--- src/hw/trap_consts.svh ---
// RV32 machine-mode constants only; CSR addresses and bit positions follow the privileged spec
`ifndef TRAP_CONSTS_SVH
`define TRAP_CONSTS_SVH

// --------------------------------------------------
// widths
// --------------------------------------------------
`define XLEN        32
`define CSR_ADDR_W  12
`define IRQ_ID_W    8

// --------------------------------------------------
// machine CSR addresses
// --------------------------------------------------
`define CSR_MSTATUS 12'h300
`define CSR_MEPC    12'h341
`define CSR_MCAUSE  12'h342
`define CSR_MTVAL   12'h343

// mstatus bits
`define MSTATUS_MIE  3
`define MSTATUS_MPIE 7

// mie bits
`define MIE_MSIE 3
`define MIE_MTIE 7
`define MIE_MEIE 11

// --------------------------------------------------
// mcause codes
// --------------------------------------------------
`define CAUSE_FETCH_MISALIGN 32'd0
`define CAUSE_ILLEGAL        32'd2
`define CAUSE_BREAK          32'd3
`define CAUSE_LOAD_MISALIGN  32'd4
`define CAUSE_STORE_MISALIGN 32'd6
`define CAUSE_ECALL          32'd11
`define CAUSE_SOFT_IRQ       32'd3
`define CAUSE_TIMER_IRQ      32'd7
`define CAUSE_EXT_IRQ_BASE   32'd16
`define CAUSE_INT_BIT        31   // interrupt flag in mcause

`endif

--- src/hw/trap_pkg.sv ---
// shared types for the trap controller; widths are fixed by the RV32 CSR layout
`default_nettype none

`include "trap_consts.svh"

package trap_pkg;

    // data, pc and cause words
    typedef logic [`XLEN-1:0] word_t;

    // csr address as seen by the csr file write port
    typedef logic [`CSR_ADDR_W-1:0] csr_addr_t;

    // external interrupt id from the platform controller
    typedef logic [`IRQ_ID_W-1:0] irq_id_t;

    // --------------------------------------------------
    // sequencer states, one-hot
    // --------------------------------------------------
    typedef enum logic [5:0] {
        IDLE    = 6'b000001,
        MEPC    = 6'b000010,   // return pc
        MSTATUS = 6'b000100,   // mie cleared
        MTVAL   = 6'b001000,   // illegal instruction only
        MCAUSE  = 6'b010000,   // last write, redirect
        MRET    = 6'b100000    // mstatus restore, back to mepc
    } seq_state_e;

endpackage

`default_nettype wire

--- src/hw/trap_arbiter.sv ---
// accepts one request only while the sequencer is idle; busy-time requests are dropped
`timescale 1ns/1ps
`default_nettype none

`include "trap_consts.svh"

module trap_arbiter (
    input  wire                clk,
    input  wire                rst_n,
    // exception strobes, one cycle each
    input  wire                ecall_i,
    input  wire                ebreak_i,
    input  wire                illegal_inst_i,
    input  wire                misaligned_load_i,
    input  wire                misaligned_store_i,
    input  wire                misaligned_fetch_i,
    input  wire                mret_i,
    // data for the strobes
    input  trap_pkg::word_t    illegal_pc_i,
    input  trap_pkg::word_t    illegal_val_i,
    input  trap_pkg::word_t    ex_pc_i,
    input  trap_pkg::word_t    ex_val_i,
    input  trap_pkg::word_t    inst_addr_i,
    input  wire                jump_flag_i,
    input  trap_pkg::word_t    jump_addr_i,
    // interrupt levels
    input  wire                ext_irq_i,
    input  trap_pkg::irq_id_t  irq_id_i,
    input  wire                timer_irq_i,
    input  wire                soft_irq_i,
    input  wire                atom_busy_i,
    // current csr values
    input  trap_pkg::word_t    csr_mstatus_i,
    input  trap_pkg::word_t    csr_mie_i,
    input  wire                seq_idle_i,
    // to the sequencer
    output logic               trap_take_o,
    output logic               mret_take_o,
    output trap_pkg::word_t    mepc_val_o,
    output trap_pkg::word_t    mtval_val_o,
    output trap_pkg::word_t    cause_val_o,
    output logic               has_mtval_o,
    output logic               is_irq_o,
    output logic               stall_o
);

    // --------------------------------------------------
    // interrupt gating
    // --------------------------------------------------
    logic glb_ie;
    logic soft_en;
    logic timer_en;
    logic ext_en;
    logic irq_pend;
    logic exc_any;
    logic trap_req;

    assign glb_ie   = csr_mstatus_i[`MSTATUS_MIE];
    assign soft_en  = soft_irq_i  & csr_mie_i[`MIE_MSIE] & glb_ie;
    assign timer_en = timer_irq_i & csr_mie_i[`MIE_MTIE] & glb_ie;
    assign ext_en   = ext_irq_i   & csr_mie_i[`MIE_MEIE] & glb_ie;
    assign irq_pend = soft_en | timer_en | ext_en;

    assign exc_any = ecall_i | ebreak_i | illegal_inst_i | misaligned_load_i
                   | misaligned_store_i | misaligned_fetch_i;
    assign trap_req = exc_any | irq_pend;

    assign trap_take_o = trap_req & seq_idle_i & ~atom_busy_i;
    assign mret_take_o = mret_i & seq_idle_i & ~trap_take_o;
    assign stall_o     = trap_req & atom_busy_i;   // hold the core until the atomic op ends

    // --------------------------------------------------
    // cause priority and captured values
    // --------------------------------------------------
    trap_pkg::word_t cause_nxt;
    trap_pkg::word_t mepc_nxt;
    trap_pkg::word_t mtval_nxt;
    logic            has_mtval_nxt;

    always_comb begin
        has_mtval_nxt = 1'b0;
        if (ecall_i)                 cause_nxt = `CAUSE_ECALL;
        else if (ebreak_i)           cause_nxt = `CAUSE_BREAK;
        else if (misaligned_fetch_i) cause_nxt = `CAUSE_FETCH_MISALIGN;
        else if (misaligned_load_i)  cause_nxt = `CAUSE_LOAD_MISALIGN;
        else if (misaligned_store_i) cause_nxt = `CAUSE_STORE_MISALIGN;
        else if (illegal_inst_i) begin
            cause_nxt     = `CAUSE_ILLEGAL;
            has_mtval_nxt = 1'b1;   // only illegal writes mtval
        end else begin
            // interrupts rank below every exception
            if (soft_en)       cause_nxt = `CAUSE_SOFT_IRQ;
            else if (timer_en) cause_nxt = `CAUSE_TIMER_IRQ;
            else               cause_nxt = `CAUSE_EXT_IRQ_BASE + trap_pkg::word_t'(irq_id_i);
            cause_nxt[`CAUSE_INT_BIT] = 1'b1;
        end
    end

    always_comb begin
        if (misaligned_fetch_i || misaligned_load_i || misaligned_store_i)
            mepc_nxt = ex_pc_i;
        else if (jump_flag_i)
            mepc_nxt = jump_addr_i - 32'd4;
        else if (illegal_inst_i)
            mepc_nxt = illegal_pc_i;
        else if (ecall_i || ebreak_i)
            mepc_nxt = inst_addr_i;
        else
            mepc_nxt = inst_addr_i + 32'd4;   // interrupt, resume after current inst
    end

    always_comb begin
        if (misaligned_fetch_i)                          mtval_nxt = '0;
        else if (misaligned_load_i || misaligned_store_i) mtval_nxt = ex_val_i;
        else if (jump_flag_i)                            mtval_nxt = '0;
        else if (illegal_inst_i)                         mtval_nxt = illegal_val_i;
        else                                             mtval_nxt = '0;
    end

    // payload, held for the whole sequence
    always_ff @(posedge clk) begin
        if (trap_take_o) begin
            cause_val_o <= cause_nxt;
            mepc_val_o  <= mepc_nxt;
            mtval_val_o <= mtval_nxt;
        end
    end

    // flags captured at the accepting edge
    always_ff @(posedge clk or negedge rst_n) begin
        if (!rst_n) begin
            has_mtval_o <= 1'b0;
            is_irq_o    <= 1'b0;
        end else if (trap_take_o) begin
            has_mtval_o <= has_mtval_nxt;
            is_irq_o    <= ~exc_any;
        end
    end

    // the sequencer must never see two takes or a take while busy
    a_take_excl: assert property (@(posedge clk) disable iff (!rst_n)
        !(trap_take_o && mret_take_o));
    a_take_idle: assert property (@(posedge clk) disable iff (!rst_n)
        (trap_take_o || mret_take_o) |-> seq_idle_i);

endmodule

`default_nettype wire

--- src/hw/csr_write_seq.sv ---
// csr_mstatus_i, csr_mtvec_i and csr_mepc_i must stay stable while a sequence runs
`timescale 1ns/1ps
`default_nettype none

`include "trap_consts.svh"

module csr_write_seq (
    input  wire                 clk,
    input  wire                 rst_n,
    input  wire                 trap_take_i,
    input  wire                 mret_take_i,
    input  trap_pkg::word_t     mepc_val_i,
    input  trap_pkg::word_t     mtval_val_i,
    input  trap_pkg::word_t     cause_val_i,
    input  wire                 has_mtval_i,
    input  wire                 is_irq_i,
    input  trap_pkg::word_t     csr_mstatus_i,
    input  trap_pkg::word_t     csr_mtvec_i,
    input  trap_pkg::word_t     csr_mepc_i,
    output logic                seq_idle_o,
    output logic                flush_o,
    output logic                we_o,
    output trap_pkg::csr_addr_t waddr_o,
    output trap_pkg::word_t     wdata_o,
    output logic                int_assert_o,
    output trap_pkg::word_t     int_addr_o
);

    trap_pkg::seq_state_e state;

    // --------------------------------------------------
    // state transitions
    // --------------------------------------------------
    always_ff @(posedge clk or negedge rst_n) begin
        if (!rst_n) begin
            state <= trap_pkg::IDLE;
        end else begin
            case (state)
                trap_pkg::IDLE: begin
                    if (trap_take_i)      state <= trap_pkg::MEPC;
                    else if (mret_take_i) state <= trap_pkg::MRET;
                end
                trap_pkg::MEPC:    state <= trap_pkg::MSTATUS;
                trap_pkg::MSTATUS: state <= has_mtval_i ? trap_pkg::MTVAL : trap_pkg::MCAUSE;
                trap_pkg::MTVAL:   state <= trap_pkg::MCAUSE;
                default:           state <= trap_pkg::IDLE;   // MCAUSE, MRET
            endcase
        end
    end

    // idle only once the last write has left the port
    assign seq_idle_o = (state == trap_pkg::IDLE) && !we_o;
    assign flush_o    = (state != trap_pkg::IDLE) || we_o;

    // --------------------------------------------------
    // mstatus edits and redirect target
    // --------------------------------------------------
    trap_pkg::word_t mstatus_trap;
    trap_pkg::word_t mstatus_mret;
    trap_pkg::word_t vec_addr;

    always_comb begin
        mstatus_trap = csr_mstatus_i;
        mstatus_trap[`MSTATUS_MIE] = 1'b0;   // interrupts off in the handler

        mstatus_mret = csr_mstatus_i;
        mstatus_mret[`MSTATUS_MIE]  = csr_mstatus_i[`MSTATUS_MPIE];
        mstatus_mret[`MSTATUS_MPIE] = 1'b1;
    end

    always_comb begin
        if (is_irq_i && csr_mtvec_i[0]) begin
            // vectored: base + 4 * cause[3:0]
            vec_addr = {csr_mtvec_i[`XLEN-1:2], 2'b00}
                     + {{(`XLEN-6){1'b0}}, cause_val_i[3:0], 2'b00};
        end else begin
            vec_addr = csr_mtvec_i;
        end
    end

    // --------------------------------------------------
    // write port, one write per cycle
    // --------------------------------------------------
    always_ff @(posedge clk or negedge rst_n) begin
        if (!rst_n) begin
            we_o         <= 1'b0;
            waddr_o      <= '0;
            wdata_o      <= '0;
            int_assert_o <= 1'b0;
            int_addr_o   <= '0;
        end else begin
            we_o         <= 1'b0;
            int_assert_o <= 1'b0;
            case (state)
                trap_pkg::MEPC: begin
                    we_o    <= 1'b1;
                    waddr_o <= `CSR_MEPC;
                    wdata_o <= mepc_val_i;
                end
                trap_pkg::MSTATUS: begin
                    we_o    <= 1'b1;
                    waddr_o <= `CSR_MSTATUS;
                    wdata_o <= mstatus_trap;
                end
                trap_pkg::MTVAL: begin
                    we_o    <= 1'b1;
                    waddr_o <= `CSR_MTVAL;
                    wdata_o <= mtval_val_i;
                end
                trap_pkg::MCAUSE: begin
                    we_o         <= 1'b1;
                    waddr_o      <= `CSR_MCAUSE;
                    wdata_o      <= cause_val_i;
                    int_assert_o <= 1'b1;   // jump to handler
                    int_addr_o   <= vec_addr;
                end
                trap_pkg::MRET: begin
                    we_o         <= 1'b1;
                    waddr_o      <= `CSR_MSTATUS;
                    wdata_o      <= mstatus_mret;
                    int_assert_o <= 1'b1;
                    int_addr_o   <= csr_mepc_i;
                end
                default: ;
            endcase
        end
    end

    a_redirect_we: assert property (@(posedge clk) disable iff (!rst_n)
        int_assert_o |-> we_o);
    a_onehot: assert property (@(posedge clk) disable iff (!rst_n)
        $onehot(state));
    // mepc, mstatus, mtval, mcause at most
    a_max_writes: assert property (@(posedge clk) disable iff (!rst_n)
        !(we_o && $past(we_o) && $past(we_o, 2) && $past(we_o, 3) && $past(we_o, 4)));

endmodule

`default_nettype wire

--- src/hw/trap_ctrl_top.sv ---
// machine-mode trap controller; timer and software interrupts come in as plain levels
`timescale 1ns/1ps
`default_nettype none

`include "trap_consts.svh"

module trap_ctrl_top (
    input  wire                 clk,
    input  wire                 rst_n,
    input  wire                 ecall_i,
    input  wire                 ebreak_i,
    input  wire                 illegal_inst_i,
    input  wire                 misaligned_load_i,
    input  wire                 misaligned_store_i,
    input  wire                 misaligned_fetch_i,
    input  wire                 mret_i,
    input  trap_pkg::word_t     illegal_pc_i,
    input  trap_pkg::word_t     illegal_val_i,
    input  trap_pkg::word_t     ex_pc_i,
    input  trap_pkg::word_t     ex_val_i,
    input  trap_pkg::word_t     inst_addr_i,
    input  wire                 jump_flag_i,
    input  trap_pkg::word_t     jump_addr_i,
    input  wire                 ext_irq_i,
    input  trap_pkg::irq_id_t   irq_id_i,
    input  wire                 timer_irq_i,
    input  wire                 soft_irq_i,
    input  wire                 atom_busy_i,
    input  trap_pkg::word_t     csr_mstatus_i,
    input  trap_pkg::word_t     csr_mie_i,
    input  trap_pkg::word_t     csr_mtvec_i,
    input  trap_pkg::word_t     csr_mepc_i,
    output logic                flush_o,
    output logic                stall_o,
    output logic                we_o,
    output trap_pkg::csr_addr_t waddr_o,
    output trap_pkg::word_t     wdata_o,
    output logic                int_assert_o,
    output trap_pkg::word_t     int_addr_o
);

    logic            trap_take;
    logic            mret_take;
    trap_pkg::word_t mepc_val;
    trap_pkg::word_t mtval_val;
    trap_pkg::word_t cause_val;
    logic            has_mtval;
    logic            is_irq;
    logic            seq_idle;
    logic            seq_flush;

    trap_arbiter u_arbiter (
        .clk                (clk),
        .rst_n              (rst_n),
        .ecall_i            (ecall_i),
        .ebreak_i           (ebreak_i),
        .illegal_inst_i     (illegal_inst_i),
        .misaligned_load_i  (misaligned_load_i),
        .misaligned_store_i (misaligned_store_i),
        .misaligned_fetch_i (misaligned_fetch_i),
        .mret_i             (mret_i),
        .illegal_pc_i       (illegal_pc_i),
        .illegal_val_i      (illegal_val_i),
        .ex_pc_i            (ex_pc_i),
        .ex_val_i           (ex_val_i),
        .inst_addr_i        (inst_addr_i),
        .jump_flag_i        (jump_flag_i),
        .jump_addr_i        (jump_addr_i),
        .ext_irq_i          (ext_irq_i),
        .irq_id_i           (irq_id_i),
        .timer_irq_i        (timer_irq_i),
        .soft_irq_i         (soft_irq_i),
        .atom_busy_i        (atom_busy_i),
        .csr_mstatus_i      (csr_mstatus_i),
        .csr_mie_i          (csr_mie_i),
        .seq_idle_i         (seq_idle),
        .trap_take_o        (trap_take),
        .mret_take_o        (mret_take),
        .mepc_val_o         (mepc_val),
        .mtval_val_o        (mtval_val),
        .cause_val_o        (cause_val),
        .has_mtval_o        (has_mtval),
        .is_irq_o           (is_irq),
        .stall_o            (stall_o)
    );

    csr_write_seq u_seq (
        .clk           (clk),
        .rst_n         (rst_n),
        .trap_take_i   (trap_take),
        .mret_take_i   (mret_take),
        .mepc_val_i    (mepc_val),
        .mtval_val_i   (mtval_val),
        .cause_val_i   (cause_val),
        .has_mtval_i   (has_mtval),
        .is_irq_i      (is_irq),
        .csr_mstatus_i (csr_mstatus_i),
        .csr_mtvec_i   (csr_mtvec_i),
        .csr_mepc_i    (csr_mepc_i),
        .seq_idle_o    (seq_idle),
        .flush_o       (seq_flush),
        .we_o          (we_o),
        .waddr_o       (waddr_o),
        .wdata_o       (wdata_o),
        .int_assert_o  (int_assert_o),
        .int_addr_o    (int_addr_o)
    );

    // flush also covers the accepting cycle
    assign flush_o = seq_flush | trap_take;

endmodule

`default_nettype wire

--- config.mk ---
export PLATFORM = sky130hd
export DESIGN_NAME = trap_ctrl_top
export DESIGN_NICKNAME = d
export VERILOG_FILES = /design/src/hw/trap_pkg.sv /design/src/hw/trap_arbiter.sv /design/src/hw/csr_write_seq.sv /design/src/hw/trap_ctrl_top.sv
export VERILOG_INCLUDE_DIRS = /design/src /design/src/hw
export SDC_FILE = /design/constraint.sdc
export NUM_CORES = 1
export LEC_CHECK = 0
export BUFFER_PORTS_ARGS = -buffer_cell sky130_fd_sc_hd__buf_2
export CORE_AREA = 3 3 163 165
export DETAILED_ROUTE_END_ITERATION = 10
export DIE_AREA = 0 0 166 168
export HOLD_SLACK_MARGIN = 0.03
export PLACE_DENSITY = 0.65
export SYNTH_ARGS = -nofsm -noshare
export SYNTH_HDL_FRONTEND = slang
export SYNTH_SLANG_ARGS = --single-unit
--- constraint.sdc ---
create_clock -name clk -period 20.3 [get_ports clk]
set_input_delay 4.06 -clock clk [delete_from_list [all_inputs] [get_ports clk]]
set_output_delay 4.06 -clock clk [all_outputs]
set_load 0.02 [all_outputs]
==> results of run 1 <==
cell usage in the layout, fill, tap and decap left out, drive strengths merged, types with 37 or more instances in the layout:
cell and instances:
a21oi 55, a22oi 48, buf 402, dfrtp 77, edfxtp 74, nand2 98, nor2 76, nor3 37
o21ai 95, xnor2 39
cell families after synthesis:
| kind of cell | Yosys count | share of synthesized area, % |
|---|---|---|
| XOR/XNOR | 53 | 4.913 |
| AO/OA/AOI/OAI | 332 | 23.40 |
| AND/OR/NAND/NOR | 380 | 20.56 |
| adder cells (fa/ha/maj) | 8 | 1.139 |
| other | 1 | 0.03969 |
| buffers and inverters | 93 | 4.171 |
| flip-flops | 152 | 44.19 |
| multiplexers | 14 | 1.589 |
state kept, by name, summed over array words and instances, names as in the netlist:
| name | cells |
|---|---|
| u_arbiter.has_mtval_o | 1 |
| u_arbiter.is_irq_o | 1 |
| u_arbiter.cause_val_o | 10 |
| u_arbiter.mtval_val_o | 32 |
| u_seq.we_o | 1 |
| u_seq.waddr_o | 4 |
| u_arbiter.mepc_val_o | 32 |
| u_seq.int_assert_o | 1 |
| u_seq.wdata_o | 32 |
| u_seq.state | 6 |
| u_seq.int_addr_o | 32 |
report_power, final:
part	internal, mW	leakage [nW]	switching (mW)
Clock	0.174	0.283	0.138
Combinational	0.180	3.20	0.341
Sequential	0.452	1.63	0.0561
per-stage QoR:
stage	cells	setup slack, ns	util, %
floorplan	1039	2.575	-
detailed placement	1692	9.652	46.19
global route	1725	9.496	48.51
global placement	1692	9.651	46.19
finish	1727	9.602	48.53
CTS	1724	9.631	48.50
tightest hold or removal path, stage by stage, from the launching register on:
cell	delay (ns)
dfrtp_1	0.34
nand2_1	0.04
o21ai_0	0.06
routing by layer:
metal | global-route usage (%) | part of all wire (%) | routed length (um)
met4 | 8.571 | 3.1 | 1160
met5 | 0 | 0.024 | 9
met1 | 34.01 | 42 | 15620
met2 | 43.61 | 47 | 17780
met3 | 5.588 | 8.0 | 2988
final cells by class:
class	instances	area share [%]
multi-input cells	794	40.37
flip-flops and latches	152	34.17
repair buffers	402	16.83
clock buffers	17	3.481
well taps	330	3.379
clock inverters	15	1.280
inverters	14	0.4300
diodes	3	0.06143
worst max path at each step:
stage | slack, ns | to | start
3_5_place_dp | 9.65 | flush_o | misaligned_fetch_i
4_1_cts | 9.63 | flush_o | misaligned_fetch_i
3_3_place_gp | 9.65 | flush_o | misaligned_fetch_i
2_1_floorplan | 2.58 | flush_o | misaligned_fetch_i
5_1_grt | 9.50 | flush_o | misaligned_fetch_i
6_report | 9.60 | flush_o | misaligned_fetch_i
==> out/summary.txt, run 1 <==
status = finished, final reports clean
Crit Path Class = input port to output port
All-Layer GR Usage = 26.11%
Post-synth EDFFs = 74
Vias/cell = 5.748
register clock-pin slew on the reported worst setup and hold paths = 0.06 ns
Post-synth ARST share = 51.32%
top cell type by total area after synthesis = edfxtp_1
H-Tree Depth = 4
Pwr Density = 109.8 mW/mm2
RSZ-0062 raised after global routing = false
crit path DAT = 6.64 ns
count of different cell masters after synthesis = 73
CP Cell Sequence = buf_2 -> or4_2 -> a211oi_1 -> a2111oi_2 -> or3_1 -> buf_2
Worst path depth = 6
final period utilization = 52.70%
Cells after Synth = 1,033
Final Slew Violations = 0
die width = 166 um
initial antenna violation count = 3
NumNets Final = 1,731
Ports = 422
CP dominant cell by count = buf_2
Reg2Reg Capture Point = u_seq.wdata_o[3]
worst hold stages = 2
Initial Util = 37.52%
I/O Buffers = 385
storage element area = 0.004175 mm2
clock root cell = clkbuf_16
FMAX = 0.09347 GHz
Row Count = 58
relative slew slack = 20.06%
CP max stage cell = or4_2
Worst Hold Launch = u_seq.wdata_o[19]
Hold Path End = u_seq.wdata_o[19]
via count = 9,926
top post-synthesis cells by area = edfxtp_1, dfrtp_1, o21ai_0, nand2_1, a22oi_1
Max Clock Skew = 0.01073 ns
die area = 0.02789 mm2
register area share after synthesis = 44.19%
Top FF cell, synth = dfrtp_1
fin area = 0.01222 mm2
Post-CTS Setup Inserts = 0
cell with the most instances after synthesis = nand2_1
Cell Area, Synth = 0.009449 mm2
Sink Count = 152
Reg2Reg Depth = 7
Longest Clk Path Bufs = 2
TritonCTS buffer count = 17
hpwl dp = 28,620 um
layout cells sized above 1 = 32.86%
maxcap violations = 0
Worst-Skew Late Latency = 0.42 ns
Yosys top cell area share = 23.52%
TritonCTS clock tree = built
post-CTS sizing = 0
final setup violation count = 0
core area = 0.02518 mm2
residual DRC count = 0
R2R Setup Slk = 17.23 ns
Crit Reg-Reg Startpoint = u_seq.state[1]
area grow syn2layout = 29.33%
Leakage = 5.122 nW
GP Congestion = 0.9331
Total Power = 1.342 mW
global route overflow = 0
area of the multi-input gates = 0.004933 mm2
hold slack final = 0.4743 ns
Syn Area/Cell = 9.147 um2
CP required = 16.24 ns
worst-path fanout max = 37
placed inst area = 0.01163 mm2
TNS Setup = 0 ns
Worst Tran Pin Value = 1.195 ns
first-pass GRT wire length = 57,070 um
WL final = 37,560 um
crit-path max cell delay = 0.78 ns
# hold bufs at CTS = 0
Critical Path Sink Type = output port
Routed wire per std cell = 21.75 um
delay-heaviest family, CP = simple AND/OR/NAND/NOR gates
#FFs+latches synth = 152
final hold viol count = 0
Critical path buffers and inverters = 2
Fill cells = 2,515
Syn. warnings = 0
Min-Delay Path Class = register to register
die height = 168 um
commonest cells in the netlist = nand2_1, o21ai_0, dfrtp_1, nor2_1, edfxtp_1
Period minus WS final = 10.70 ns
TritonRoute pass-1 iters = 6
post-route ant nets = 0
largest net degree at the start of global routing = 80
type of origin of the critical path = input port
initial detailed-routing violation count = 910
vias in the first global route = 9,887
VDD IR max = 76.57 uV
(Power assumes the default switching activity.)
==> inputs of run 2 (changes only) <==
--- a/config.mk
+++ b/config.mk
@@ -11,7 +11,7 @@
 export DETAILED_ROUTE_END_ITERATION = 10
 export DIE_AREA = 0 0 166 168
 export HOLD_SLACK_MARGIN = 0.03
-export PLACE_DENSITY = 0.65
+export PLACE_DENSITY = 0.68
 export SYNTH_ARGS = -nofsm -noshare
 export SYNTH_HDL_FRONTEND = slang
 export SYNTH_SLANG_ARGS = --single-unit
==> constraint.sdc (replaced) <==
create_clock -name clk -period 9.6 [get_ports clk]
set_input_delay 1.92 -clock clk [delete_from_list [all_inputs] [get_ports clk]]
set_output_delay 1.92 -clock clk [all_outputs]
set_load 0.02 [all_outputs]
==> out/summary.txt, run 2 (same netlist as run 1, synthesis figures left out) <==
first-pass GRT wire length = 56,060 um
# hold bufs at CTS = 0
initial antenna violation count = 6
Worst Tran Pin Value = 1.111 ns
TritonCTS clock tree = built
largest net degree at the start of global routing = 81
I/O Buffers = 385
via count = 10,077
die area = 0.02789 mm2
WL final = 37,420 um
RSZ-0062 raised after global routing = false
Period minus WS final = 7.079 ns
core area = 0.02518 mm2
Sink Count = 152
Crit Path Class = input port to output port
commonest non-fill, non-tap cell in the layout = buf_2
Max Clock Skew = 0.01217 ns
Critical Path Sink Type = output port
initial detailed-routing violation count = 1,053
TNS Setup = 0 ns
register clock-pin slew on the reported worst setup and hold paths = 0.06 ns
Final Slew Violations = 0
area grow syn2layout = 29.82%
residual DRC count = 0
Post-CTS Setup Inserts = 0
TritonRoute pass-1 iters = 5
post-route ant nets = 0
Leakage = 5.135 nW
Initial Util = 37.52%
vias in the first global route = 9,787
pre-CTS WS = 2.435 ns
final period utilization = 73.74%
fin area = 0.01227 mm2
TritonCTS buffer count = 17
maxcap violations = 0
commonest cells after routing, fill and taps aside = buf_2, nand2_1, o21ai_0
slack of the critical path = 2.521 ns
CP required = 7.68 ns
die height = 168 um
final hold viol count = 0
GP Congestion = 0.9364
storage element area = 0.004175 mm2
layout cells sized above 1 = 32.71%
met2 GRT Util = 43.77%
Vias/cell = 5.849
Ports = 422
grt met1 use = 32.11%
Routed wire per std cell = 21.72 um
Top Usage Layer GRT = met2
CP max stage cell = a211oi_1
Row Count = 58
status = finished, final reports clean
GR Util met3 = 6.903%
Longest Clk Path Bufs = 2
Total Power = 2.916 mW
hpwl dp = 28,400 um
FMAX = 0.1413 GHz
All-Layer GR Usage = 25.59%
worst-path fanout max = 80
Pwr Density = 237.7 mW/mm2
area of the multi-input gates = 0.004946 mm2
NumNets Final = 1,728
clock root cell = clkbuf_16
Critical path buffers and inverters = 3
Fill cells = 2,433
type of origin of the critical path = input port
die width = 166 um
CP dominant cell by count = buf_2
crit path DAT = 5.16 ns
global route overflow = 0
final setup violation count = 0
post-CTS sizing = 0
Worst-Skew Late Latency = 0.42 ns
CP Cell Sequence = buf_2 -> or4_2 -> a211oi_1 -> a2111oi_4 -> buf_4 -> or3_1 -> buf_2
relative slew slack = 25.34%
VDD IR max = 127.5 uV
crit-path max cell delay = 0.83 ns
Min-Delay Path Class = register to register
placed inst area = 0.01162 mm2
H-Tree Depth = 4
delay-heaviest family, CP = simple AND/OR/NAND/NOR gates
[run 2: final timing paths]
check	start	endpoint	slack, ns	cells past startpoint
worst min-delay path	u_seq.wdata_o[18]	u_seq.wdata_o[18]	0.48	2
max in group asynchronous	rst_n	u_seq.wdata_o[10]	7.18	1
worst max-delay path	misaligned_fetch_i	flush_o	2.52	7
worst min register to register	u_seq.wdata_o[18]	u_seq.wdata_o[18]	0.48	2
worst max register to register	u_seq.state[4]	u_seq.wdata_o[6]	6.13	6
min in group asynchronous	rst_n	u_seq.int_addr_o[25]	1.68	1
[run 2: stage by stage]
| step | utilization, % | hold slack [ns] | std cells |
|---|---|---|---|
| after floorplan | - | 0.4501 | 1039 |
| after global placement | 46.15 | 0.4589 | 1689 |
| after detailed placement | 46.15 | 0.4689 | 1689 |
| after CTS | 48.69 | 0.4819 | 1721 |
| after global routing | 48.70 | 0.4994 | 1722 |
| final | 48.71 | 0.4763 | 1723 |
[run 2: power by group]
part	leakage (nW)	internal, mW	switching (mW)
clock	0.308	0.442	0.288
combinational	3.19	0.381	0.725
sequential	1.63	0.956	0.124
[run 2: area by class of cell]
cell class	count	area share [%]
multi-input cells	794	40.32
flip-flops and latches	152	34.04
repair buffers	399	16.59
clock buffers	17	3.468
well taps	330	3.366
clock inverters	15	1.754
inverters	14	0.4284
diodes	2	0.04080
[run 2: worst reg2reg max path, stage by stage (launching register included)]
cell and delay, ns:
dfrtp_1 0.52, xor2_1 0.22, nand2_1 0.61, inv_1 0.54, nor3_1 0.99, o21ai_0 0.30
a2bb2oi_1 0.22
[run 2: per-layer routing]
| layer | vias up | routed length, um |
|---|---|---|
| met1 | 4804 | 15020 |
| met3 | 57 | 3293 |
| met4 | 10 | 731 |
| met2 | 545 | 18310 |
| li1 | 4661 | - |
| met5 | - | 69 |
==> inputs of run 3 (changes only) <==
==> constraint.sdc (replaced) <==
create_clock -name clk -period 6.5 [get_ports clk]
set_input_delay 1.3 -clock clk [delete_from_list [all_inputs] [get_ports clk]]
set_output_delay 1.3 -clock clk [all_outputs]
set_load 0.02 [all_outputs]
==> out/summary.txt, run 3 (same netlist as run 1, synthesis figures left out) <==
die area = 0.02789 mm2
Post-Layout Cell Count = 1,724
area grow syn2layout = 29.73%
Initial Util = 37.52%
TritonRoute pass-1 iters = 5
Longest Clk Path Bufs = 2
Setup crit end = flush_o
relative slew slack = 21.66%
Worst Tran Pin Value = 1.166 ns
crit-path max cell delay = 0.78 ns
WL final = 37,180 um
first-pass GRT wire length = 56,110 um
Sink Count = 152
die height = 168 um
RSZ-0062 raised after global routing = false
Crit Reg-Reg Startpoint = u_seq.state[4]
FMAX = 0.2113 GHz
core area = 0.02518 mm2
CP dominant cell by count = buf_2
Worst-Skew Late Latency = 0.42 ns
CP Launch Point = misaligned_fetch_i
TritonCTS clock tree = built
Highest Signal Layer = met5
delay-heaviest family, CP = simple AND/OR/NAND/NOR gates
# hold bufs at CTS = 0
Worst path depth = 7
GP Congestion = 0.9383
Post-CTS Setup Inserts = 0
final setup violation count = 0
global route overflow = 0
Critical Path Sink Type = output port
wl on met1 = 15,020 um
maxcap violations = 0
type of origin of the critical path = input port
CP max stage cell = or4_2
commonest cells after routing, fill and taps aside = buf_2, nand2_1, o21ai_0
post-CTS sizing = 0
Max Clock Skew = 0.01040 ns
largest net degree at the start of global routing = 73
worst-path fanout max = 37
All-Layer GR Usage = 25.65%
TNS Setup = 0 ns
hpwl dp = 28,640 um
status = finished, final reports clean
register clock-pin slew on the reported worst setup and hold paths = 0.06 ns
crit path DAT = 3.43 ns
via count = 9,932
Crit Path Class = input port to output port
Min-Delay Path Class = register to register
Reg2Reg Capture Point = u_seq.waddr_o[6]
commonest non-fill, non-tap cell in the layout = buf_2
hold slack final = 0.4712 ns
Row Count = 58
Ports = 422
Routed wire per std cell = 21.56 um
Critical path buffers and inverters = 3
Vias/cell = 5.761
TritonCTS buffer count = 17
layout cells sized above 1 = 32.74%
NumNets Final = 1,730
die width = 166 um
Leakage = 5.135 nW
clock root cell = clkbuf_16
residual DRC count = 0
Final Slew Violations = 0
wire length on met2 = 18,190 um
dpl cells = 1,691
final hold viol count = 0
Reg2Reg Depth = 7
vias in the first global route = 9,802
VDD IR max = 196.8 uV
met3 wire len = 3066 um
Period minus WS final = 4.733 ns
Pwr Density = 348.2 mW/mm2
CP required = 5.20 ns
CP Cell Sequence = buf_2 -> or4_2 -> a211oi_1 -> buf_4 -> a2111oi_4 -> or3_1 -> buf_2
I/O Buffers = 385
H-Tree Depth = 4
post-route ant nets = 0
final period utilization = 72.82%
initial antenna violation count = 4
R2R Setup Slk = 2.98 ns
initial detailed-routing violation count = 862
[run 3: layout make-up]
type	count	area [um2]
Fill cell	2469	12920
Tap cell	330	412.9
Clock inverter	12	162.7
Clock buffer	20	456.7
Multi-Input combinational cell	794	4946
Inverter	14	52.55
Sequential cell	152	4175
Timing Repair Buffer	401	2049
Antenna cell	1	2.502
[run 3: worst min-delay path by stage]
stage / slack (ns) / start / to / cells after the start
after floorplan: 0.45 / u_arbiter.has_mtval_o / u_seq.state[4] / 1
after global placement: 0.46 / u_seq.wdata_o[19] / u_seq.wdata_o[19] / 2
final: 0.47 / u_seq.wdata_o[12] / u_seq.wdata_o[12] / 2
after global routing: 0.51 / u_seq.wdata_o[12] / u_seq.wdata_o[12] / 2
after CTS: 0.48 / u_seq.wdata_o[16] / u_seq.wdata_o[16] / 2
after detailed placement: 0.46 / u_seq.wdata_o[16] / u_seq.wdata_o[16] / 2
[run 3: layer usage]
metal | track usage (%) | up-vias
met4 | 7.125 | 6
met2 | 44.18 | 522
met3 | 5.494 | 59
met5 | 0 | -
li1 | - | 4651
met1 | 32.80 | 4694
[run 3: stage by stage]
stage	util, %	instance area [um2]	power (mW)	setup slack [ns]
detailed placement	46.21	11640	3.248	1.760
global route	48.68	12260	4.509	1.684
floorplan	-	9489	2.570	0.2822
finish	48.68	12260	4.269	1.767
CTS	48.67	12260	4.294	1.754
global placement	46.21	11640	3.204	1.786
[run 3: worst reg2reg max path: stages, from the launching register on]
cell	delay [ns]
dfrtp_1	0.51
xor2_1	0.21
nand2_1	0.65
inv_1	0.56
nor4_4	0.38
buf_4	0.36
clkinv_1	0.43
o21a_1	0.29
[run 3: power breakdown]
group	leakage, nW	internal, mW	switching (mW)
sequential	1.63	1.41	0.178
combinational	3.20	0.566	1.07
clock	0.298	0.630	0.410
